File: src/verilog/cpu_pkg.sv
`default_nettype none

package cpu_pkg;

    localparam int data_width = 8;
    localparam int inst_width = 16;
    localparam int reg_count  = 16;

    // opcodes, in encoding order.
    localparam logic [3:0] op_jmp  = 4'd0;
    localparam logic [3:0] op_lod  = 4'd1;
    localparam logic [3:0] op_str  = 4'd2;
    localparam logic [3:0] op_add  = 4'd3;
    localparam logic [3:0] op_addi = 4'd4;
    localparam logic [3:0] op_lodi = 4'd5;
    localparam logic [3:0] op_nand = 4'd6;
    localparam logic [3:0] op_jeqz = 4'd7;

    // three register operands.
    typedef struct packed {
        logic [3:0] opcode;
        logic [3:0] rd;
        logic [3:0] rs1;
        logic [3:0] rs2;
    } reg_form_t;

    // imm doubles as the address for jumps, loads and stores.
    typedef struct packed {
        logic [3:0]            opcode;
        logic [3:0]            rd;
        logic [data_width-1:0] imm;
    } imm_form_t;

    typedef union packed {
        reg_form_t r;
        imm_form_t i;
    } inst_word_u;

endpackage

`default_nettype wire

File: src/verilog/mem_port_if.sv
`default_nettype none

interface mem_port_if;

    logic                           req;
    logic                           we;
    logic [cpu_pkg::data_width-1:0] addr;
    logic [cpu_pkg::data_width-1:0] wdata;
    logic [cpu_pkg::data_width-1:0] rdata;
    logic                           ready;

    // read-only requester.
    modport reader (output req, output addr, input rdata, input ready);

    modport master (output req, output we, output addr, output wdata,
                    input rdata, input ready);

    // arbiter side.
    modport port (input req, input we, input addr, input wdata,
                  output rdata, output ready);

endinterface

`default_nettype wire

File: src/verilog/decode_unit.sv
`default_nettype none

module decode_unit (
    input  wire                            clk,
    input  wire                            en,
    input  wire cpu_pkg::inst_word_u       inst,
    output logic [3:0]                     op,
    output logic [3:0]                     rd,
    output logic [3:0]                     rs1,
    output logic [3:0]                     rs2,
    output logic [cpu_pkg::data_width-1:0] imm,
    output logic                           rd_src,
    output logic                           ready
);

    always_ff @(posedge clk) begin
        ready <= en;
        if (en) begin
            op     <= inst.r.opcode;
            rd     <= inst.r.rd;
            rs1    <= inst.r.rs1;
            rs2    <= inst.r.rs2;
            imm    <= inst.i.imm;
            // these read rd instead of rs1 on port a.
            rd_src <= inst.r.opcode == cpu_pkg::op_str ||
                      inst.r.opcode == cpu_pkg::op_addi ||
                      inst.r.opcode == cpu_pkg::op_jeqz;
        end
    end

endmodule

`default_nettype wire

File: src/verilog/eightbit_cpu.sv
`default_nettype none

module eightbit_cpu (
    input  wire                            clk,
    input  wire                            rst,
    input  wire                            mem_ready,
    input  wire [cpu_pkg::data_width-1:0]  mem_rdata,
    output logic [cpu_pkg::data_width-1:0] mem_addr,
    output logic [cpu_pkg::data_width-1:0] mem_wdata,
    output logic                           mem_we,
    output logic                           mem_req
);

    logic [cpu_pkg::data_width-1:0] pc;

    logic                           fetch_en;
    logic                           fetch_ready;
    cpu_pkg::inst_word_u            fetch_inst;

    logic                           decode_en;
    logic                           decode_ready;
    cpu_pkg::inst_word_u            decode_inst;
    logic [3:0]                     decode_op;
    logic [3:0]                     decode_rd;
    logic [3:0]                     decode_rs1;
    logic [3:0]                     decode_rs2;
    logic [cpu_pkg::data_width-1:0] decode_imm;
    logic                           decode_rd_src;

    logic                           exec_en;
    logic                           exec_ready;
    logic [3:0]                     exec_op;
    logic [3:0]                     exec_rd;
    logic [cpu_pkg::data_width-1:0] exec_val1;
    logic [cpu_pkg::data_width-1:0] exec_val2;
    logic [cpu_pkg::data_width-1:0] exec_addr;
    logic [cpu_pkg::data_width-1:0] exec_result;

    logic                           wb_en;
    logic                           wb_ready;
    logic [3:0]                     wb_op;
    logic [3:0]                     wb_rd;
    logic [3:0]                     rd_sel_a;
    logic [cpu_pkg::data_width-1:0] rd_data_a;
    logic [cpu_pkg::data_width-1:0] rd_data_b;

    logic                           fetch_busy;
    logic                           exec_grant;
    logic                           fetch_grant;
    logic [cpu_pkg::data_width-1:0] rdata_q;

    logic fetch_idle;
    logic fetch_done;
    logic decode_idle;
    logic decode_done;
    logic exec_idle;
    logic exec_done;
    logic wb_idle;
    logic wb_done;

    mem_port_if fetch_bus ();
    mem_port_if exec_bus ();

    fetch_unit fetch0 (
        .clk   (clk),
        .rst   (rst),
        .en    (fetch_en),
        .pc    (pc),
        .bus   (fetch_bus),
        .inst  (fetch_inst),
        .ready (fetch_ready)
    );

    decode_unit decode0 (
        .clk    (clk),
        .en     (decode_en),
        .inst   (decode_inst),
        .op     (decode_op),
        .rd     (decode_rd),
        .rs1    (decode_rs1),
        .rs2    (decode_rs2),
        .imm    (decode_imm),
        .rd_src (decode_rd_src),
        .ready  (decode_ready)
    );

    exec_unit exec0 (
        .clk    (clk),
        .rst    (rst),
        .en     (exec_en),
        .op     (exec_op),
        .val1   (exec_val1),
        .val2   (exec_val2),
        .addr   (exec_addr),
        .bus    (exec_bus),
        .result (exec_result),
        .ready  (exec_ready)
    );

    writeback_unit wb0 (
        .clk       (clk),
        .rst       (rst),
        .en        (wb_en),
        .op        (wb_op),
        .rd        (wb_rd),
        .val       (exec_result),
        .rd_sel_a  (rd_sel_a),
        .rd_sel_b  (decode_rs2),
        .rd_data_a (rd_data_a),
        .rd_data_b (rd_data_b),
        .ready     (wb_ready)
    );

    assign fetch_idle  = !fetch_en && !fetch_ready;
    assign fetch_done  = fetch_en && fetch_ready;
    assign decode_idle = !decode_en && !decode_ready;
    assign decode_done = decode_en && decode_ready;
    assign exec_idle   = !exec_en && !exec_ready;
    assign exec_done   = exec_en && exec_ready;
    assign wb_idle     = !wb_en && !wb_ready;
    assign wb_done     = wb_en && wb_ready;

    assign rd_sel_a = decode_rd_src ? decode_rd : decode_rs1;

    always_ff @(posedge clk) begin
        if (!rst) begin
            pc        <= '0;
            fetch_en  <= 1'b0;
            decode_en <= 1'b0;
            exec_en   <= 1'b0;
            wb_en     <= 1'b0;
        end else begin
            if (fetch_idle)
                fetch_en <= 1'b1;
            if (fetch_done && decode_idle) begin
                decode_inst <= fetch_inst;
                decode_en   <= 1'b1;
                fetch_en    <= 1'b0;
                pc          <= pc + 2'd2;
            end
            // all older results are in the register file by now.
            if (decode_done && exec_idle && wb_idle) begin
                decode_en <= 1'b0;
                exec_op   <= decode_op;
                exec_rd   <= decode_rd;
                exec_addr <= decode_imm;
                exec_val1 <= decode_op == cpu_pkg::op_lodi ? decode_imm : rd_data_a;
                exec_val2 <= decode_op == cpu_pkg::op_addi ? decode_imm : rd_data_b;
                case (decode_op)
                    cpu_pkg::op_jmp: begin
                        pc       <= decode_imm;
                        fetch_en <= 1'b0;
                    end
                    cpu_pkg::op_jeqz: begin
                        if (rd_data_a == '0) begin
                            pc       <= decode_imm;
                            fetch_en <= 1'b0;
                        end
                    end
                    default: exec_en <= 1'b1;
                endcase
            end
            if (exec_done && wb_idle) begin
                exec_en <= 1'b0;
                wb_op   <= exec_op;
                wb_rd   <= exec_rd;
                wb_en   <= 1'b1;
            end
            if (wb_done)
                wb_en <= 1'b0;
        end
    end

    // a requester that is seeing its ready pulse is not asking again.
    assign exec_grant  = !mem_req && exec_bus.req && !exec_bus.ready;
    assign fetch_grant = !mem_req && !exec_grant && fetch_bus.req && !fetch_bus.ready;

    always_ff @(posedge clk) begin
        if (!rst) begin
            mem_req         <= 1'b0;
            mem_we          <= 1'b0;
            fetch_busy      <= 1'b0;
            fetch_bus.ready <= 1'b0;
            exec_bus.ready  <= 1'b0;
        end else if (mem_req) begin
            if (mem_ready) begin
                mem_req         <= 1'b0;
                mem_we          <= 1'b0;
                fetch_bus.ready <= fetch_busy;
                exec_bus.ready  <= !fetch_busy;
            end
        end else begin
            fetch_bus.ready <= 1'b0;
            exec_bus.ready  <= 1'b0;
            mem_req         <= exec_grant || fetch_grant;
            mem_we          <= exec_grant && exec_bus.we;
            fetch_busy      <= fetch_grant;
        end
    end

    always_ff @(posedge clk) begin
        if (exec_grant) begin
            mem_addr  <= exec_bus.addr;
            mem_wdata <= exec_bus.wdata;
        end else if (fetch_grant) begin
            mem_addr <= fetch_bus.addr;
        end
        if (mem_req && mem_ready)
            rdata_q <= mem_rdata;
    end

    assign fetch_bus.rdata = rdata_q;
    assign exec_bus.rdata  = rdata_q;

endmodule

`default_nettype wire

File: src/verilog/exec_unit.sv
`default_nettype none

module exec_unit (
    input  wire                            clk,
    input  wire                            rst,
    input  wire                            en,
    input  wire [3:0]                      op,
    input  wire [cpu_pkg::data_width-1:0]  val1,
    input  wire [cpu_pkg::data_width-1:0]  val2,
    input  wire [cpu_pkg::data_width-1:0]  addr,
    mem_port_if.master                     bus,
    output logic [cpu_pkg::data_width-1:0] result,
    output logic                           ready
);

    always_ff @(posedge clk) begin
        if (!rst) begin
            bus.req <= 1'b0;
            bus.we  <= 1'b0;
            ready   <= 1'b0;
        end else if (!en) begin
            ready <= 1'b0;
        end else if (!ready) begin
            case (op)
                cpu_pkg::op_lod, cpu_pkg::op_str: begin
                    if (!bus.req) begin
                        bus.req   <= 1'b1;
                        bus.we    <= op == cpu_pkg::op_str;
                        bus.addr  <= addr;
                        bus.wdata <= val1;
                    end else if (bus.ready) begin
                        bus.req <= 1'b0;
                        bus.we  <= 1'b0;
                        ready   <= 1'b1;
                        if (op == cpu_pkg::op_lod)
                            result <= bus.rdata;
                    end
                end
                cpu_pkg::op_add, cpu_pkg::op_addi: begin
                    result <= val1 + val2;
                    ready  <= 1'b1;
                end
                cpu_pkg::op_nand: begin
                    result <= ~(val1 & val2);
                    ready  <= 1'b1;
                end
                cpu_pkg::op_lodi: begin
                    result <= val1;
                    ready  <= 1'b1;
                end
                default: ready <= 1'b1;
            endcase
        end
    end

endmodule

`default_nettype wire

File: src/verilog/fetch_unit.sv
`default_nettype none

module fetch_unit (
    input  wire                            clk,
    input  wire                            rst,
    input  wire                            en,
    input  wire [cpu_pkg::data_width-1:0]  pc,
    mem_port_if.reader                     bus,
    output cpu_pkg::inst_word_u            inst,
    output logic                           ready
);

    logic [cpu_pkg::data_width-1:0] hi_byte;
    logic [cpu_pkg::inst_width-1:0] word;
    logic                           hi_done;
    logic                           stale;

    assign inst = word;

    always_ff @(posedge clk) begin
        if (!rst) begin
            bus.req <= 1'b0;
            hi_done <= 1'b0;
            stale   <= 1'b0;
            ready   <= 1'b0;
        end else if (bus.req) begin
            // en fell while on the bus, so this byte is thrown away.
            if (!en)
                stale <= 1'b1;
            if (bus.ready) begin
                bus.req <= 1'b0;
                stale   <= 1'b0;
                if (!en || stale) begin
                    hi_done <= 1'b0;
                end else if (!hi_done) begin
                    hi_done <= 1'b1;
                end else begin
                    hi_done <= 1'b0;
                    ready   <= 1'b1;
                end
            end
        end else if (!en) begin
            ready   <= 1'b0;
            hi_done <= 1'b0;
        end else if (!ready) begin
            bus.req  <= 1'b1;
            bus.addr <= hi_done ? pc + 1'b1 : pc;
        end
    end

    // high byte comes first, at pc.
    always_ff @(posedge clk) begin
        if (bus.req && bus.ready) begin
            if (hi_done)
                word <= {hi_byte, bus.rdata};
            else
                hi_byte <= bus.rdata;
        end
    end

endmodule

`default_nettype wire

File: src/verilog/writeback_unit.sv
`default_nettype none

module writeback_unit (
    input  wire                            clk,
    input  wire                            rst,
    input  wire                            en,
    input  wire [3:0]                      op,
    input  wire [3:0]                      rd,
    input  wire [cpu_pkg::data_width-1:0]  val,
    input  wire [3:0]                      rd_sel_a,
    input  wire [3:0]                      rd_sel_b,
    output logic [cpu_pkg::data_width-1:0] rd_data_a,
    output logic [cpu_pkg::data_width-1:0] rd_data_b,
    output logic                           ready
);

    logic [cpu_pkg::data_width-1:0] regs [cpu_pkg::reg_count];
    logic                           writes_reg;

    // stores and jumps leave the register file alone.
    assign writes_reg = !(op == cpu_pkg::op_str || op == cpu_pkg::op_jmp ||
                          op == cpu_pkg::op_jeqz);

    always_ff @(posedge clk) begin
        if (!rst) begin
            ready <= 1'b0;
            for (int i = 0; i < cpu_pkg::reg_count; i++)
                regs[i] <= '0;
        end else begin
            ready <= en;
            if (en && !ready && writes_reg)
                regs[rd] <= val;
        end
    end

    assign rd_data_a = regs[rd_sel_a];
    assign rd_data_b = regs[rd_sel_b];

endmodule

`default_nettype wire
File: config.mk
export PLATFORM = sky130hd
export DESIGN_NAME = eightbit_cpu
export DESIGN_NICKNAME = d
export VERILOG_FILES = /design/src/verilog/cpu_pkg.sv /design/src/verilog/mem_port_if.sv /design/src/verilog/decode_unit.sv /design/src/verilog/eightbit_cpu.sv /design/src/verilog/exec_unit.sv /design/src/verilog/fetch_unit.sv /design/src/verilog/writeback_unit.sv
export SDC_FILE = /design/constraint.sdc
export NUM_CORES = 1
export LEC_CHECK = 0
export BUFFER_PORTS_ARGS = -buffer_cell sky130_fd_sc_hd__buf_2
export CORE_AREA = 4 4 158 160
export DETAILED_ROUTE_END_ITERATION = 7
export DIE_AREA = 0 0 162 164
export HOLD_SLACK_MARGIN = 0.12
export PLACE_DENSITY_LB_ADDON = 0.15
export SLEW_MARGIN = 20
export SYNTH_ARGS = -nofsm -noshare
export SYNTH_HDL_FRONTEND = slang
export SYNTH_SLANG_ARGS = --single-unit
export TNS_END_PERCENT = 50
File: constraint.sdc
create_clock -name clk -period 9 [get_ports clk]
set_input_delay 0 -clock clk [delete_from_list [all_inputs] [get_ports clk]]
set_output_delay 0 -clock clk [all_outputs]
set_load 0.1 [all_outputs]
==> results of run 1 <==
==> area by class of cell <==
type	count	share of cell area
clock inverter	20	0.01382
sequential	311	0.5770
multi-input combinational	565	0.3003
tap	319	0.02548
timing repair buffer	63	0.02827
clock buffer	38	0.05183
inverter	14	0.003354
==> synthesized netlist by cell type, types with 14 or more instances <==
| library cell | count | area share |
|---|---|---|
| edfxtp_1 | 281 | 0.61 |
| and2_1 | 131 | 0.059 |
| mux2i_1 | 70 | 0.050 |
| nor2_1 | 42 | 0.011 |
| mux4_2 | 40 | 0.065 |
| o22ai_1 | 32 | 0.014 |
| dfxtp_1 | 30 | 0.043 |
| mux2_2 | 29 | 0.023 |
| a21oi_1 | 28 | 0.010 |
| nand2_1 | 23 | 0.0062 |
| o21ai_0 | 18 | 0.0065 |
| clkbuf_1 | 17 | 0.0046 |
| inv_1 | 14 | 0.0038 |
==> layer usage <==
metal,part of all wire,vias up
met3,0.086,49
met2,0.45,315
met5,0.00022,-
li1,-,3674
met1,0.44,4003
met4,0.021,2
==> worst max path at each step <==
stage,cells past startpoint,end
2_1_floorplan,3,exec_addr[0]
3_3_place_gp,9,pc[0]
3_5_place_dp,9,pc[7]
4_1_cts,9,pc[6]
5_1_grt,9,pc[7]
6_report,9,pc[7]
==> kinds of logic after synthesis <==
family          after synthesis
flops                       311
mux                         140
buf+inv                      48
compound gates              114
xor+xnor                     20
simple gates                280
fa+ha+maj                    11
==> power groups by stage <==
stage	clock network [mW]	registers [mW]	logic, mW
2_1_floorplan	0	1.66	0.0403
3_3_place_gp	0	1.64	0.0867
3_5_place_dp	0	1.64	0.0879
4_1_cts	1.31	1.61	0.0932
5_1_grt	1.38	1.61	0.0987
6_report	1.29	1.61	0.0933
==> through the flow <==
step,util,area [um2],power (mW)
2_1_floorplan,-,13910,1.697
3_3_place_gp,0.6182,14470,1.726
3_5_place_dp,0.6187,14480,1.728
4_1_cts,0.6695,15670,3.014
5_1_grt,0.6695,15670,3.093
6_report,0.6695,15670,2.995
==> what timing repair did <==
item | 4_1_cts | 5_1_grt
buffers inserted | 0 | 0
hold buffers | 16 | 0
hold endpoints to repair | 33 | 0
endpoints found under the setup margin | 0 | 0
==> impl_metrics.yaml, run 1 <==
worst_setup_path:
  r2r_setup_slack_ns: 5.05
  crit_chain: "mux2i_4 > buf_4 > mux2i_1 > o22ai_1 > or4_4 > nor4_4 > a21boi_0 > o21ai_2 > o2bb2ai_1"
  cp_max_fo: 64
  end_kind: "flip-flop"
  crit_family: "simple AND/OR/NAND/NOR gates"
  critPathLaunchType: "flip-flop"
  critPathLaunch: "decode0.rd_src"
  crit_type: "reg -> reg"
  cp_slowest_stage_delay_ns: 0.83
  rr_startpoint: "decode0.rd_src"
  critPathRequiredTime_ns: 9.45
  reg2reg_depth: 9
  critPathArrivalTime_ns: 4.41
  cp_slowest_cell: "buf_4"
  cp_num_buf_inv: 1
  r2r_end: "pc[7]"
worst_hold_path:
  whs_endpoint: "exec_bus.rdata[2]"
  hp-start: "mem_rdata[2]"
  min_path_cells: 2
  hold_class: "in -> reg"
cts:
  post_cts_resized: 0
  cts_buffer_depth: 3
  cts_made_buffers: 31
  clock-sinks: 311
  path_clk_slew_ns: 0.06
  cts-htree-levels: 1
  cts_root_buffer: "clkbuf_16"
  insertion_delay_ns: 0.57
  cts_tree: "done"
cells_and_area:
  layout_commonest_cell: "edfxtp_1"
  syn2layout_area_growth_pct: 12.63
  drive_gt1_frac: 0.1869
  layout.cells.non_filler: 1330
  regArea_um2: 9040
  insertedDiodeCount: 0
  final_nets: 1008
  nFillCells: 1695
  final_cell_mix: "281 x edfxtp_1, 131 x and2_1, 69 x mux2i_1"
  largest_reg_flops: 128
  regMostFlops: "wb0.regs"
  multi_input_area_um2: 4705
pwr:
  power_frac_clock: 0.431
  p_int_mw: 2.380
  switching_share: 0.2053
  peakVddDrop_mv: 0.1479
  power_frac_seq: 0.538
  comb_power_share: 0.031
  powerDensity_nw_per_um2: 191.2
  power.leakage_nw: 5.596
  p_sw_mw: 0.6150
global_route:
  grt_overflow_total: 0
  met3_usage: 0.05997
  use_met2: 0.3678
  use_met1: 0.3508
  grt_pass1_wl_mm: 47.29
  busiest_layer: "met2"
  grt_use_total: 0.2382
  first_global_vias: 7763
  grt_max_degree: 65
  grt_antenna_before_repair: 2
synthesis:
  synth-simple-area-share: 0.1192
  syn_inst: 924
  synth_warnings: 0
  synth_area_um2: 13910
  synth_mux_area_frac: 0.1397
  synth_top_family_by_area: "multiplexers"
  ys_seq_area_frac: 0.6498
  synth_async_sr_flop_share: 0
  synth_edf_count: 281
  synthDistinctLibCells: 55
  syn_avg_cell_area_um2: 15.06
  synth_seq_cells: 311
  ys.flop_type: "edfxtp_1"
  synthesis.nets: 946
  synthXorXnorAreaFrac: 0.01259
  synthAdderAreaFrac: 0.01043
  synth_compound_area_frac: 0.05280
drt:
  drt-initial-drc-count: 714
  vias: 8043
  drcViolationCount: 0
  viasPerCell: 6.047
  detail-route-antenna-nets: 0
  finalWirelength_mm: 31.22
  first_pass_iters: 5
  wl_per_cell_um: 23.47
floorplan:
  start_util: 0.5944
  rows: 56
  floorplan.die_area_um2: 26570
  pin_count: 29
  coreArea_um2: 23400
  die_y_um: 164
  die_x_um: 162
place:
  hpwl_mm: 21.60
  io_buffers: 28
  place_ws_ns: 5.087
  gp_congestion: 0.9360
  place_inst: 1256
timing:
  holdWs_ns: 0.1548
  finalHoldViolations: 0
  fin_skew_ns: 0.009832
  maxSlewViolCount: 0
  finalSetupViolCount: 0
  setup_tns_ns: 0
  rsz0062_at_grt: "false"
  tightest_slew_ns: 1.086
  min_period_ns: 3.954
  finalCritPeriodShare: 0.4394
  slew_headroom: 0.2762
  fmax_mhz: 252.9
  layout_setup_ws_ns: 5.046
status:
  status: "completed"
job:
  cap_violations: 0
No activity file was read; power rests on OpenSTA's default activity.
==> run 2: changes to the inputs <==
ABC_AREA = 1   (was not set)
CORE_AREA = 4 4 160 162   (was 4 4 158 160)
DIE_AREA = 0 0 164 166   (was 0 0 162 164)
clock period = 4 ns   (was 9 ns; I/O delays follow)
==> impl_metrics.yaml, run 2 <==
status:
  status: "completed"
synthesis:
  synth_async_sr_flop_share: 0
  ys.flop_type: "edfxtp_1"
  yosysTopAreaCell: "edfxtp_1"
  synth_seq_cells: 311
  syn_inst: 1504
  synth_area_um2: 14400
  synth_edf_count: 281
  netlist.area_leader.share: 0.5859
  ys_seq_area_frac: 0.6276
  syn_avg_cell_area_um2: 9.575
  ys_top_cells_by_area: "edfxtp_1 59%, nand2_1 7.9%, nand3_1 5.5%"
  synthesis.nets: 1526
  synth_warnings: 0
  synthTopCellsByCount: "305 x nand2_1, 281 x edfxtp_1, 193 x nor2_1, 192 x inv_1, 158 x nand3_1"
  yosysMostFrequentCell: "nand2_1"
  synthDistinctLibCells: 40
cts:
  cts_made_buffers: 31
  insertion_delay_ns: 0.58
  cts_setup_buffers: 0
  path_clk_slew_ns: 0.06
  clock-sinks: 311
  cts_tree: "done"
  cts-htree-levels: 1
  cts_root_buffer: "clkbuf_16"
  cts_buffer_depth: 3
job:
  cap_violations: 0
worst_setup_path:
  critPathRequiredTime_ns: 4.51
  crit_chain: "inv_4 > nand2_4 > nand2_4 > nand2_1 > nand3_1 > nand3_1 > nand3_1 > nand2_1 > nor2_1 > nand2_2 > o21ai_4 > nand3_1 > nand2_1 > nand2_1 > nand2_1"
  crit_family: "simple AND/OR/NAND/NOR gates"
  cp_slowest_stage_delay_ns: 0.58
  cp_max_fo: 66
  cp_num_buf_inv: 1
  crit_type: "reg -> reg"
  critPathLaunchType: "flip-flop"
  end_kind: "flip-flop"
  critical_path.most_common_cell: "nand2_1"
  cp_slowest_cell: "edfxtp_1"
  critPathArrivalTime_ns: 3.44
drt:
  vias: 10780
  detail-route-antenna-nets: 0
  drt-initial-drc-count: 1240
  first_pass_iters: 7
  wl_per_cell_um: 20.13
  drcViolationCount: 0
  finalWirelength_mm: 38.24
  viasPerCell: 5.671
timing:
  setup_tns_ns: 0
  fin_skew_ns: 0.01900
  finalSetupViolCount: 0
  min_period_ns: 2.926
  slew_headroom: 0.3475
  finalCritPeriodShare: 0.7315
  tightest_slew_ns: 0.9777
  fmax_mhz: 341.8
  maxSlewViolCount: 0
  finalHoldViolations: 0
  rsz0062_at_grt: "false"
cells_and_area:
  insertedDiodeCount: 0
  largest_reg_flops: 128
  final_cell_mix: "305 x nand2_1, 281 x edfxtp_1, 192 x inv_1, 192 x nor2_1, 158 x nand3_1"
  syn2layout_area_growth_pct: 11.63
  nFillCells: 2006
  drive_gt1_frac: 0.08503
  layout.cells.non_filler: 1900
  layout_commonest_cell: "nand2_1"
  regMostFlops: "wb0.regs"
  final_nets: 1574
place:
  place_inst: 1833
  gp_congestion: 0.9478
  io_buffers: 28
  hpwl_mm: 26.37
floorplan:
  rows: 57
  start_util: 0.5974
  die_x_um: 164
  pin_count: 29
  coreArea_um2: 24110
  floorplan.die_area_um2: 27220
  die_y_um: 166
pwr:
  peakVddDrop_mv: 0.3805
  powerDensity_nw_per_um2: 414.2
  power.leakage_nw: 6.599
  power_mw: 6.659
global_route:
  grt_pass1_wl_mm: 58.77
  grt_max_degree: 67
  grt_use_total: 0.2822
  grt_antenna_before_repair: 0
  first_global_vias: 10110
  grt_overflow_total: 0
worst_hold_path:
  hold_class: "in -> reg"
==> run 2: cell types whose count changed in the layout (fill, tap and decap cells not counted), sizes merged, moves of 19 or more <==
cell   before  now
nand2      23  312
o21ai      27  118
nand3       9  158
inv        15  196
o22ai      32    1
mux2i      70    0
mux2       30    0
and2      131    0
a21oi      29   82
mux4       40    0
buf        47   66
nor2       42  194
==> run 2: worst paths after layout <==
| check | start | endpoint | slack, ns | cells past startpoint |
|---|---|---|---|---|
| max | decode0.rd_src | pc[7] | 1.07 | 15 |
| min | mem_rdata[0] | exec_bus.rdata[0] | 0.14 | 2 |
| max reg2reg | decode0.rd_src | pc[7] | 1.07 | 15 |
| min reg2reg | fetch0.inst[13] | decode_inst[13] | 0.41 | 0 |
==> run 2: what timing repair did <==
action / CTS / global route
gates resized for setup: 0 / 0
hold buffers: 10 / 0
endpoints found under the hold margin: 27 / 0
==> run 2: stage by stage <==
step                      worst slack, ns  hold WS, ns  area (um2)    util
after floorplan                    0.5349      0.09887       14400       -
after global placement              1.143       0.1761       14960  0.6205
after detailed placement            1.141       0.1781       14960  0.6205
after CTS                           1.127       0.1213       16070  0.6665
after global routing               0.7937       0.1279       16080  0.6669
final                               1.074       0.1413       16080  0.6669
==> run 2: cell type report <==
cell class | instances | area (um2) | share of cell area
Inverter | 196 | 738.2 | 0.04592
Multi-Input combinational cell | 936 | 4362 | 0.2713
Clock inverter | 23 | 220.2 | 0.01370
Timing Repair Buffer | 76 | 525.5 | 0.03269
Tap cell | 324 | 405.4 | 0.02522
Clock buffer | 34 | 787.0 | 0.04895
Sequential cell | 311 | 9039 | 0.5622
==> run 2: where the power goes <==
part	switching (mW)	internal, mW	total, mW
clock network	1.24	1.62	2.87
registers	0.0363	3.58	3.61
logic	0.138	0.0434	0.181
total	1.42	5.24	6.66
==> run 2: cell families after synthesis <==
kind of cell / count (synthesis) / synth area share
buffers and inverters: 257 / 0.07194
flip-flops: 311 / 0.6276
AO/OA/AOI/OAI: 224 / 0.08315
adder cells (fa/ha/maj): 11 / 0.01008
AND/OR/NAND/NOR: 689 / 0.1999
XOR/XNOR: 12 / 0.007298
==> run 2: per-layer routing <==
metal / share of wire / vias to the layer above / routed length (um) / GRT usage
li1: - / 5139 / - / -
met1: 0.42 / 5012 / 16230 / 0.4272
met2: 0.44 / 559 / 16780 / 0.4131
met3: 0.11 / 65 / 4211 / 0.06577
met4: 0.027 / 0 / 1019 / 0.07805
met5: 0 / - / 0 / 0
==> run 3: changes to the inputs <==
ABC_AREA = 0   (was 1)
CORE_AREA = 4 4 158 160   (was 4 4 160 162)
DIE_AREA = 0 0 162 164   (was 0 0 164 166)
clock period = 2.95 ns   (was 4 ns; I/O delays follow)
==> impl_metrics.yaml, run 3 (same netlist as run 1, synthesis figures left out) <==
drt:
  detail-route-antenna-nets: 0
  drcViolationCount: 0
  finalWirelength_mm: 33.23
  drt-initial-drc-count: 1081
  wl_per_cell_um: 24.22
  vias: 8426
  viasPerCell: 6.141
  first_pass_iters: 5
floorplan:
  die_x_um: 162
  start_util: 0.5944
  coreArea_um2: 23400
  pin_count: 29
  floorplan.die_area_um2: 26570
  die_y_um: 164
  rows: 56
cells_and_area:
  insertedDiodeCount: 0
  layout.cells.non_filler: 1372
  regMostFlops: "wb0.regs"
  multi_input_area_um2: 4915
  nFillCells: 1628
  largest_reg_flops: 128
  drive_gt1_frac: 0.2507
  syn2layout_area_growth_pct: 17.45
  layout_commonest_cell: "edfxtp_1"
  final_cell_mix: "281 x edfxtp_1, 131 x and2_1, 59 x mux2i_1"
  final_nets: 1053
  fin_area_um2: 16340
  regArea_um2: 9040
place:
  place_inst: 1297
  hpwl_mm: 23.16
  gp_congestion: 0.9184
  place_ws_ns: -0.1963
  postPlaceCellArea_um2: 14850
  io_buffers: 28
timing:
  holdWs_ns: 0.1475
  maxSlewViolCount: 0
  finalCritPeriodShare: 1.077
  layout_setup_ws_ns: -0.2268
  finalHoldViolations: 0
  fmax_mhz: 314.8
  rsz0062_at_grt: "true"
  fin_skew_ns: 0.01539
  slew_headroom: 0.3841
  tightest_slew_ns: 0.9238
  finalSetupViolCount: 9
  min_period_ns: 3.177
pwr:
  powerDensity_nw_per_um2: 565.3
  power.leakage_nw: 5.886
  peakVddDrop_mv: 0.4723
  power_mw: 9.236
cts:
  cts_buffer_depth: 3
  cts_made_buffers: 31
  insertion_delay_ns: 0.57
  cts_root_buffer: "clkbuf_16"
  path_clk_slew_ns: 0.06
  clock-sinks: 311
  cts-htree-levels: 1
  cts_tree: "done"
worst_setup_path:
  critPathArrivalTime_ns: 3.67
  critPathRequiredTime_ns: 3.44
  crit_type: "reg -> reg"
  critPathLaunchType: "flip-flop"
  cp_max_fo: 9
  end_kind: "flip-flop"
global_route:
  grt_pass1_wl_mm: 50.40
  grt_overflow_total: 0
  grt_antenna_before_repair: 3
  grt_max_degree: 33
  grt_use_total: 0.2530
  first_global_vias: 8337
status:
  violations: "setup timing"
  status: "finished, violations left"
job:
  cap_violations: 0
worst_hold_path:
  hold_class: "in -> reg"
## run 3: changes by cell type in the layout (fill, tap and decap cells not counted), sizes merged, moves of 30 or more
cell   previous run  this run
nand3           158         9
nor2            194        42
mux2i             0        70
o21ai           118        27
a21oi            82        29
mux2              0        30
inv             196        16
buf              66        97
o22ai             1        32
and2              0       131
mux4              0        40
nand2           312        23
## run 3: final timing paths
check	startpoint	endpoint	slack, ns	depth (start not counted)
worst max register to register	decode0.rd_src	pc[0]	-0.23	10
worst max-delay path	decode0.rd_src	pc[0]	-0.23	10
worst min register to register	fetch0.inst[11]	decode_inst[11]	0.42	0
worst min-delay path	mem_rdata[1]	exec_bus.rdata[1]	0.15	2
## run 3: what timing repair did
item,4_1_cts,5_1_grt
setup buffers,2,7
endpoints found under the setup margin,9,9
pin swaps,2,12
resized for setup,12,33
endpoints found under the hold margin,26,0
gates cloned,1,1
hold buffers,10,0
## run 3: routing by layer
metal  part of all wire  track usage  up-vias
li1                   -            -     3772
met1               0.41       0.3744     4175
met2               0.45       0.3811      405
met3               0.11      0.06449       74
met4              0.024      0.06498        0
met5                  0            0        -
## run 3: final cells by class
class                      count  share of cell area
inverter                      14            0.003216
clock inverter                19             0.01470
sequential                   311              0.5533
timing repair buffer         108             0.05491
clock buffer                  36             0.04863
tap                          319             0.02443
multi-input combinational    565              0.3008
## run 3: critical path, stage by stage, from the launching register on
cell and delay (ns):
edfxtp_1 0.44, buf_4 0.17, buf_4 0.15, and3_1 0.19
o21ai_2 0.44, o22ai_2 0.22, or4_4 0.48, nor4_4 0.39
a21oi_2 0.12, or3b_1 0.38, a31oi_1 0.12
## run 3: report_power, final
part	total, mW	leakage [nW]	switching (mW)	internal [mW]
Clock	4.01	0.509	1.64	2.37
Sequential	4.92	2.95	0.0659	4.86
Combinational	0.307	2.42	0.200	0.107
## run 3: metrics by stage
step,TNS [ns],util
2_1_floorplan,0,-
3_5_place_dp,-1.398,0.6344
6_report,-1.925,0.6981
5_1_grt,-2.572,0.6981
4_1_cts,-1.237,0.6875
3_3_place_gp,-1.077,0.6344
